$ cat src/design/io_pkg.sv
/*
 * I/O register block definitions
 * Bus types, register map, output widths and status bit layout
 */
package io_pkg;

	typedef logic [31:0] io_addr_t;	// Byte address on the strobe bus
	typedef logic [31:0] io_data_t;	// Read and write data word

	// Register map, word aligned
	localparam io_addr_t addr_red_led = 32'd0;
	localparam io_addr_t addr_green_led = 32'd4;
	localparam io_addr_t addr_hex0 = 32'd8;
	localparam io_addr_t addr_hex1 = 32'd12;
	localparam io_addr_t addr_hex2 = 32'd16;
	localparam io_addr_t addr_hex3 = 32'd20;
	localparam io_addr_t addr_uart_status = 32'd24;	// Read clears overrun
	localparam io_addr_t addr_uart_rx_data = 32'd28;	// Read pops FIFO
	localparam io_addr_t addr_uart_tx_data = 32'd32;	// Write starts a frame
	localparam io_addr_t addr_timer = 32'd36;	// Free-running cycle count

	localparam int red_led_width = 18;
	localparam int green_led_width = 9;
	localparam int hex_width = 7;	// One segment per bit

	typedef logic [red_led_width-1:0] red_led_t;
	typedef logic [green_led_width-1:0] green_led_t;
	typedef logic [hex_width-1:0] hex_t;

	// UART status word bit positions
	localparam int status_rx_avail = 0;
	localparam int status_tx_busy = 1;
	localparam int status_overrun = 2;

endpackage

$ cat src/design/uart_pkg.sv
/*
 * UART definitions
 * Bit timing, receive FIFO sizing and FSM state encodings
 */
package uart_pkg;

	typedef logic [7:0] uart_byte_t;	// One data byte, sent LSB first

	localparam int baud_divide = 27;	// Core clocks per bit
	localparam int baud_half = baud_divide / 2;	// Start bit middle
	typedef logic [$clog2(baud_divide)-1:0] baud_count_t;

	localparam int fifo_depth = 8;
	typedef logic [3:0] fifo_count_t;	// Holds 0 to fifo_depth
	typedef logic [$clog2(fifo_depth)-1:0] fifo_ptr_t;

	typedef enum logic [1:0] {
		tx_state_idle,
		tx_state_start,
		tx_state_data,
		tx_state_stop
	} tx_state_t;

	typedef enum logic [1:0] {
		rx_state_idle,
		rx_state_start,
		rx_state_data,
		rx_state_stop
	} rx_state_t;

endpackage

$ cat src/design/uart_if.sv
/*
 * UART side channel of the register block
 * Transmit request, receive FIFO head and overrun handshake
 */
interface uart_if;
	import uart_pkg::*;

	logic tx_start;	// One-cycle strobe, only when idle
	uart_byte_t tx_data;	// Valid with tx_start
	logic tx_busy;	// Frame in progress
	uart_byte_t rx_data;	// Oldest byte in FIFO
	logic rx_avail;	// FIFO not empty
	logic rx_pop;	// Consume rx_data
	logic overrun_clear;	// Status read
	logic overrun;	// Byte lost on full FIFO

	modport regs(
		output tx_start, tx_data, rx_pop, overrun_clear,
		input tx_busy, rx_data, rx_avail, overrun
	);

	modport tx(input tx_start, tx_data, output tx_busy);

	modport rxq(input rx_pop, overrun_clear, output rx_data, rx_avail, overrun);

endinterface

$ cat src/design/uart_transmit.sv
/*
 * UART transmitter
 * Sends one start bit, eight data bits LSB first and one stop bit
 */
module uart_transmit(
	input logic core_clk,
	input logic core_reset,
	uart_if.tx bus,
	output logic uart_tx);

	import uart_pkg::*;

	tx_state_t state;
	baud_count_t baud_count;	// Cycles within current bit
	logic [2:0] bit_count;	// Data bit being sent
	uart_byte_t shift;	// Remaining data bits
	logic baud_done;

	assign baud_done = baud_count == baud_count_t'(baud_divide - 1);
	assign bus.tx_busy = state != tx_state_idle;

	always_ff @(posedge core_clk or posedge core_reset)
	begin
		if (core_reset)
		begin
			state <= tx_state_idle;
			baud_count <= '0;
			bit_count <= '0;
			uart_tx <= 1'b1;	// Line idles high
		end
		else
		begin
			baud_count <= baud_done ? '0 : baud_count + 1'b1;
			case (state)
				tx_state_idle:
				begin
					baud_count <= '0;
					if (bus.tx_start)
					begin
						state <= tx_state_start;
						uart_tx <= 1'b0;	// Start bit on this edge
					end
				end

				tx_state_start:
					if (baud_done)
					begin
						state <= tx_state_data;
						bit_count <= '0;
						uart_tx <= shift[0];	// First data bit
					end

				tx_state_data:
					if (baud_done)
					begin
						bit_count <= bit_count + 1'b1;
						if (bit_count == 3'd7)
						begin
							state <= tx_state_stop;
							uart_tx <= 1'b1;	// Stop bit
						end
						else
							uart_tx <= shift[1];	// Next bit, shift moves this edge
					end

				tx_state_stop:
					if (baud_done)
						state <= tx_state_idle;

				default: state <= tx_state_idle;
			endcase
		end
	end

	// Data shifter
	always_ff @(posedge core_clk)
	begin
		if (state == tx_state_idle && bus.tx_start)
			shift <= bus.tx_data;	// Latch byte
		else if (state == tx_state_data && baud_done)
			shift <= shift >> 1;
	end

endmodule

$ cat src/design/uart_receive.sv
/*
 * UART receiver
 * Synchronizes the line, checks the start bit at its middle and samples
 * eight data bits at mid-bit, strobing the byte out on a good stop bit
 */
module uart_receive(
	input logic core_clk,
	input logic core_reset,
	input logic uart_rx,
	output uart_pkg::uart_byte_t rx_byte,
	output logic rx_strobe);

	import uart_pkg::*;

	logic [2:0] rx_sync;	// Two sync flops, third for edge detect
	logic rx_line;	// Synchronized line level
	logic rx_fall;
	rx_state_t state;
	baud_count_t baud_count;
	logic [2:0] bit_count;
	logic half_done;	// Middle of start bit
	logic baud_done;	// Middle of next bit

	assign rx_line = rx_sync[1];
	assign rx_fall = rx_sync[2] && !rx_sync[1];
	assign half_done = baud_count == baud_count_t'(baud_half - 1);
	assign baud_done = baud_count == baud_count_t'(baud_divide - 1);

	always_ff @(posedge core_clk or posedge core_reset)
	begin
		if (core_reset)
		begin
			rx_sync <= '1;	// Idle high, no false edge
			state <= rx_state_idle;
			baud_count <= '0;
			bit_count <= '0;
			rx_strobe <= 1'b0;
		end
		else
		begin
			rx_sync <= {rx_sync[1:0], uart_rx};
			rx_strobe <= 1'b0;
			baud_count <= baud_count + 1'b1;
			case (state)
				rx_state_idle:
				begin
					baud_count <= '0;
					if (rx_fall)
						state <= rx_state_start;
				end

				rx_state_start:
					if (half_done)
					begin
						baud_count <= '0;
						bit_count <= '0;
						if (rx_line)
							state <= rx_state_idle;	// Glitch, not a start bit
						else
							state <= rx_state_data;
					end

				rx_state_data:
					if (baud_done)
					begin
						baud_count <= '0;
						bit_count <= bit_count + 1'b1;
						if (bit_count == 3'd7)
							state <= rx_state_stop;
					end

				rx_state_stop:
					if (baud_done)
					begin
						state <= rx_state_idle;
						rx_strobe <= rx_line;	// Framing error drops byte
					end

				default: state <= rx_state_idle;
			endcase
		end
	end

	// Data bits arrive LSB first
	always_ff @(posedge core_clk)
	begin
		if (state == rx_state_data && baud_done)
			rx_byte <= {rx_line, rx_byte[7:1]};
	end

endmodule

$ cat src/design/uart_rx_fifo.sv
/*
 * UART receive FIFO
 * Eight-entry circular buffer with overrun flag on push while full
 */
module uart_rx_fifo(
	input logic core_clk,
	input logic core_reset,
	input uart_pkg::uart_byte_t rx_byte,
	input logic rx_strobe,
	uart_if.rxq bus);

	import uart_pkg::*;

	uart_byte_t mem[fifo_depth];	// Byte storage
	fifo_ptr_t wr_ptr;
	fifo_ptr_t rd_ptr;
	fifo_count_t count;	// Bytes held
	logic full;
	logic push;
	logic pop;

	assign full = count == fifo_count_t'(fifo_depth);
	assign push = rx_strobe && !full;
	assign pop = bus.rx_pop && bus.rx_avail;	// Pop on empty ignored
	assign bus.rx_avail = count != '0;
	assign bus.rx_data = mem[rd_ptr];	// Head of queue

	always_ff @(posedge core_clk or posedge core_reset)
	begin
		if (core_reset)
		begin
			wr_ptr <= '0;
			rd_ptr <= '0;
			count <= '0;
			bus.overrun <= 1'b0;
		end
		else
		begin
			if (push)
				wr_ptr <= wr_ptr + 1'b1;	// Wraps at depth
			if (pop)
				rd_ptr <= rd_ptr + 1'b1;
			case ({push, pop})
				2'b10: count <= count + 1'b1;
				2'b01: count <= count - 1'b1;
				default: ;	// Both or neither
			endcase

			if (bus.overrun_clear)
				bus.overrun <= 1'b0;
			if (rx_strobe && full)
				bus.overrun <= 1'b1;	// New loss wins over clear
		end
	end

	always_ff @(posedge core_clk)
	begin
		if (push)
			mem[wr_ptr] <= rx_byte;
	end

endmodule

$ cat src/design/io_register_file.sv
/*
 * Memory-mapped I/O registers
 * Decodes the strobe bus, holds LED and hex outputs and the cycle timer,
 * and turns UART register accesses into strobes on the UART channel
 */
module io_register_file(
	input logic core_clk,
	input logic core_reset,
	input io_pkg::io_addr_t address,
	input logic write_en,
	input logic read_en,
	input io_pkg::io_data_t write_data,
	output io_pkg::io_data_t read_data,
	output io_pkg::red_led_t red_led,
	output io_pkg::green_led_t green_led,
	output io_pkg::hex_t hex0,
	output io_pkg::hex_t hex1,
	output io_pkg::hex_t hex2,
	output io_pkg::hex_t hex3,
	uart_if.regs bus);

	import io_pkg::*;
	import uart_pkg::*;

	io_data_t timer;	// Cycles since reset release
	io_data_t status;	// UART status word

	// Output registers and timer
	always_ff @(posedge core_clk or posedge core_reset)
	begin
		if (core_reset)
		begin
			red_led <= '0;
			green_led <= '0;
			hex0 <= '0;
			hex1 <= '0;
			hex2 <= '0;
			hex3 <= '0;
			timer <= '0;
		end
		else
		begin
			timer <= timer + 1'b1;	// Wraps silently

			if (write_en)
			begin
				case (address)
					addr_red_led: red_led <= write_data[red_led_width-1:0];
					addr_green_led: green_led <= write_data[green_led_width-1:0];
					addr_hex0: hex0 <= write_data[hex_width-1:0];
					addr_hex1: hex1 <= write_data[hex_width-1:0];
					addr_hex2: hex2 <= write_data[hex_width-1:0];
					addr_hex3: hex3 <= write_data[hex_width-1:0];
					default: ;	// UART and unmapped handled below
				endcase
			end
		end
	end

	// UART strobes, decoded straight off the bus
	always_comb
	begin
		bus.tx_start = write_en && (address == addr_uart_tx_data)
			&& !bus.tx_busy;	// Dropped while a frame is out
		bus.tx_data = uart_byte_t'(write_data);	// Low byte only
		bus.rx_pop = read_en && (address == addr_uart_rx_data);
		bus.overrun_clear = read_en && (address == addr_uart_status);
	end

	always_comb
	begin
		status = '0;
		status[status_rx_avail] = bus.rx_avail;
		status[status_tx_busy] = bus.tx_busy;
		status[status_overrun] = bus.overrun;
	end

	// Read mux, same cycle as address
	always_comb
	begin
		case (address)
			addr_uart_status: read_data = status;
			addr_uart_rx_data: read_data = io_data_t'(bus.rx_data);	// Zero extended
			addr_timer: read_data = timer;
			default: read_data = '0;	// LEDs are write only
		endcase
	end

endmodule

$ cat src/design/io_top.sv
/*
 * Core clock I/O subsystem
 * Strobe bus register block with LEDs, hex digits, timer and a UART
 */
module io_top(
	input logic core_clk,
	input logic core_reset,
	input io_pkg::io_addr_t address,
	input logic write_en,
	input logic read_en,
	input io_pkg::io_data_t write_data,
	output io_pkg::io_data_t read_data,
	output io_pkg::red_led_t red_led,
	output io_pkg::green_led_t green_led,
	output io_pkg::hex_t hex0,
	output io_pkg::hex_t hex1,
	output io_pkg::hex_t hex2,
	output io_pkg::hex_t hex3,
	output logic uart_tx,
	input logic uart_rx);

	import uart_pkg::*;

	uart_byte_t rx_byte;	// Receiver to FIFO
	logic rx_strobe;

	uart_if bus();

	io_register_file register_file(
		.core_clk(core_clk),
		.core_reset(core_reset),
		.address(address),
		.write_en(write_en),
		.read_en(read_en),
		.write_data(write_data),
		.read_data(read_data),
		.red_led(red_led),
		.green_led(green_led),
		.hex0(hex0),
		.hex1(hex1),
		.hex2(hex2),
		.hex3(hex3),
		.bus(bus.regs));

	uart_transmit transmit(
		.core_clk(core_clk),
		.core_reset(core_reset),
		.bus(bus.tx),
		.uart_tx(uart_tx));

	uart_receive receive(
		.core_clk(core_clk),
		.core_reset(core_reset),
		.uart_rx(uart_rx),
		.rx_byte(rx_byte),
		.rx_strobe(rx_strobe));

	uart_rx_fifo rx_fifo(
		.core_clk(core_clk),
		.core_reset(core_reset),
		.rx_byte(rx_byte),
		.rx_strobe(rx_strobe),
		.bus(bus.rxq));

endmodule

$ cat config.mk
export PLATFORM = sky130hd
export DESIGN_NAME = io_top
export DESIGN_NICKNAME = d
export VERILOG_FILES = /design/src/design/io_pkg.sv /design/src/design/uart_pkg.sv /design/src/design/uart_if.sv /design/src/design/uart_transmit.sv /design/src/design/uart_receive.sv /design/src/design/uart_rx_fifo.sv /design/src/design/io_register_file.sv /design/src/design/io_top.sv
export SDC_FILE = /design/constraint.sdc
export NUM_CORES = 1
export LEC_CHECK = 0
export ABC_AREA = 1
export BUFFER_PORTS_ARGS = -buffer_cell sky130_fd_sc_hd__buf_4
export CAP_MARGIN = 0
export CORE_ASPECT_RATIO = 2
export CORE_MARGIN = 2
export CORE_UTILIZATION = 25
export CTS_CLUSTER_DIAMETER = 60
export DETAILED_ROUTE_END_ITERATION = 16
export PLACE_DENSITY = 0.41
export SYNTH_ARGS = -nofsm -noshare
export SYNTH_HDL_FRONTEND = slang
export SYNTH_SLANG_ARGS = --single-unit
$ cat constraint.sdc
create_clock -name core_clk -period 3.2 [get_ports core_clk]
set_input_delay 0.16 -clock core_clk [delete_from_list [all_inputs] [get_ports core_clk]]
set_output_delay 0.16 -clock core_clk [all_outputs]
set_load 0.05 [all_outputs]
==> flow_metrics.py <==
metrics = {
    "run_status": {
        "status": "finished clean",
    },
    "final_layout": {
        "multiInputGateArea_um2": 3490,
        "syn2layout_area_growth_pct": 27.8,
        "nNetsFinal": 1281,
        "drive_above_1_share_pct": 20.9,
        "diodes": 0,
        "mostFrequentLayoutCells": "264 x nand2_1, 159 x buf_4, 119 x dfrtp_1, 108 x nand3_1, 102 x inv_1",
        "final_common_cell": "nand2_1",
        "final_util_pct": 32.3,
        "nFillCells": 3954,
        "seq_area_um2": 5490,
    },
    "synth": {
        "yosysTopAreaCell": "dfrtp_1",
        "ys_types": 39,
        "syn_inst": 1007,
        "yosysTopAreaCellShare_pct": 31.1,
        "ys_seq_area_share_pct": 57.3,
        "ys_seq_elements": 203,
        "syn_area_per_cell_um2": 9.51,
        "yosysWarnings": 0,
        "synth_nets": 1100,
        "ys_top_cells_by_area": "dfrtp_1 31%, edfxtp_1 25%, nand2_1 10%",
        "syn-cell-area_um2": 9580,
    },
    "drt": {
        "remaining_drc_errors": 0,
        "antenna_left": 0,
        "finalWirelength_mm": 26.8,
        "drt_iter0_markers": 337,
        "routed_via_density": 4.35,
        "wire_per_inst_um": 16.1,
        "vias": 7243,
        "first_pass_iters": 5,
    },
    "run": {
        "drv_cap": 0,
    },
    "setup_path": {
        "critPathTopFamily": "buffers and inverters",
        "critPathRequiredTime_ps": 3040,
        "worstPathArrival_ps": 2510,
        "timing.rr.start": "rx_fifo.count[0]$_DFFE_PP0P_",
        "r2r-end": "rx_fifo.count[3]$_DFFE_PP0P_",
        "r2r_cells": 13,
        "worst-path-buf-inv": 2,
        "path_max_fanout": 33,
        "start_kind": "flop",
        "path_class": "flop to primary output",
        "cp-startpoint": "rx_fifo.rd_ptr[0]$_DFFE_PP0P_",
        "critPathMaxStageDelay_ps": 480,
        "endpoint_kind": "primary output",
        "endpoint": "read_data[4]",
        "cp.depth": 7,
        "r2r_slack_ps": 730,
        "cpMaxStageDelayCell": "inv_2",
        "cp_cell_sequence": "inv_2 > nand2_1 > nand3_1 > a21oi_1 > or2_1 > o21ai_0 > buf_4",
    },
    "sta": {
        "setup_ws_ps": 529,
        "rsz0062_at_grt": "false",
        "max_slew_margin_pct": 24.9,
        "period_needed_ps": 2670,
        "final.setup_skew_ps": 13.2,
        "slew_violations": 0,
        "hold_viol_final": 0,
        "worst_pin_slew_ps": 1120,
        "fmax_ghz": 0.374,
        "hold_ws_ps": 47.0,
        "period_share_pct": 83.5,
        "final.setup.tns_ps": 0,
        "setup_viol": 0,
    },
    "grt": {
        "overflow": 0,
        "grt_use_total_pct": 13.7,
        "grt_pass1_wl_mm": 42.1,
        "grt_antenna_before_repair": 0,
        "grt_pass1_vias": 7435,
        "grt_start_max_net_pins": 68,
    },
    "floorplan": {
        "start_util_pct": 25.3,
        "boundaryPins": 157,
        "core-area_um2": 37900,
        "rows": 101,
        "fp.dieH_um": 281,
        "dieArea_um2": 40000,
        "die_w_um": 142,
    },
    "placement": {
        "gp_congestion": 0.786,
        "hpwl_mm": 19.9,
        "place_ws_ps": 684,
        "portBuffers": 142,
    },
    "power": {
        "power_uw": 6010,
        "vdd_drop_max_mv": 0.294,
        "p_leak_uw": 0.00560,
        "power.density_nw_per_um2": 491,
    },
    "cts": {
        "clk_path_buf_depth": 3,
        "clock-sinks": 203,
        "cts_root_buf": "clkbuf_16",
        "cts_tree": "built",
        "cts.clk_slew.worst_paths_ps": 70,
        "ctsHtreeMaxLevel": 1,
        "cts_inserted_buffers": 22,
        "ctsResizeCount": 0,
        "clkLatencyLatePin_ps": 520,
    },
    "worst_hold_path": {
        "hold_path.class": "primary input to flop",
    },
}
[synth_stat cells (all sizes together)]
| master | n |
|---|---|
| and3 | 2 |
| inv | 106 |
| and2 | 3 |
| o21ai | 50 |
| buf | 21 |
| ha | 24 |
| a32o | 2 |
| clkinv | 2 |
| a22oi | 1 |
| nand4 | 18 |
| nor2 | 93 |
| dfstp | 4 |
| or2 | 9 |
| a21oi | 15 |
| edfxtp | 80 |
| nor3 | 24 |
| o21a | 2 |
| xor2 | 33 |
| dfrtp | 119 |
| nand3 | 112 |
| nand2 | 274 |
| nor3b | 1 |
| clkbuf | 6 |
| xnor2 | 6 |
[worst min path at each step]
| stage | start | end | slack (ps) | cells past startpoint |
|---|---|---|---|---|
| floorplan | uart_rx | receive.rx_sync[0]$_DFF_PP1_ | 160 | 0 |
| global placement | uart_rx | receive.rx_sync[0]$_DFF_PP1_ | 270 | 1 |
| detailed placement | uart_rx | receive.rx_sync[0]$_DFF_PP1_ | 270 | 1 |
| CTS | address[2] | rx_fifo.bus.overrun$_DFFE_PP0P_ | 40 | 5 |
| global route | address[2] | rx_fifo.bus.overrun$_DFFE_PP0P_ | 80 | 5 |
| finish | address[2] | rx_fifo.bus.overrun$_DFFE_PP0P_ | 50 | 5 |
[state kept, by name (all words and copies together) (netlist names), 8 cells and up, named ones only]
register,flops
register_file.red_led,18
register_file.timer,32
rx_fifo.mem,64
receive.rx_byte,8
transmit.shift,8
register_file.green_led,9
[cell type report]
type,instances,area share [%]
sequential,203,44.8
multi-input combinational,669,28.5
timing repair buffer,184,11.9
clock buffer,27,5.25
tap,463,4.73
inverter,108,3.36
clock inverter,12,1.42
[routing by layer]
metal  global-route usage [%]  wire (um)
met1                     14.3       9710
met2                     27.1      15400
met3                     1.53        864
met4                     5.38        876
met5                        0          0
[where the power goes]
| part | switching (uW) | total (uW) | internal [uW] |
|---|---|---|---|
| Clock | 1100 | 2860 | 1760 |
| Combinational | 225 | 376 | 150 |
| Sequential | 36.3 | 2770 | 2730 |
[per-stage QoR]
step,area (um2),instances
after floorplan,9580,1007
after global placement,11200,1603
after detailed placement,11200,1603
after CTS,12200,1666
after global routing,12200,1666
final,12200,1666
[worst reg2reg max path, stage by stage (launching register included)]
cell and delay, ps:
dfrtp_1 420, or2_2 330, nor3_1 250, nor2_1 120, nand3_1 150, inv_1 90
ha_1 250, nand2_1 100, inv_1 40, nor2_1 120, nand2_1 80, o21ai_0 140
nand3_1 120, xor2_1 150
[kinds of logic after synthesis]
kind of cell    synth area share [%]
compound gates                  4.54
simple gates                    25.2
buf+inv                         6.28
fa+ha+maj                       3.13
flops                           57.3
xor+xnor                        3.57
[what timing repair did]
item	in CTS	in global routing
endpoints found under the hold margin	56	0
hold buffers	24	0
setup buffers	0	0
Power figures use the tool's default switching activity.
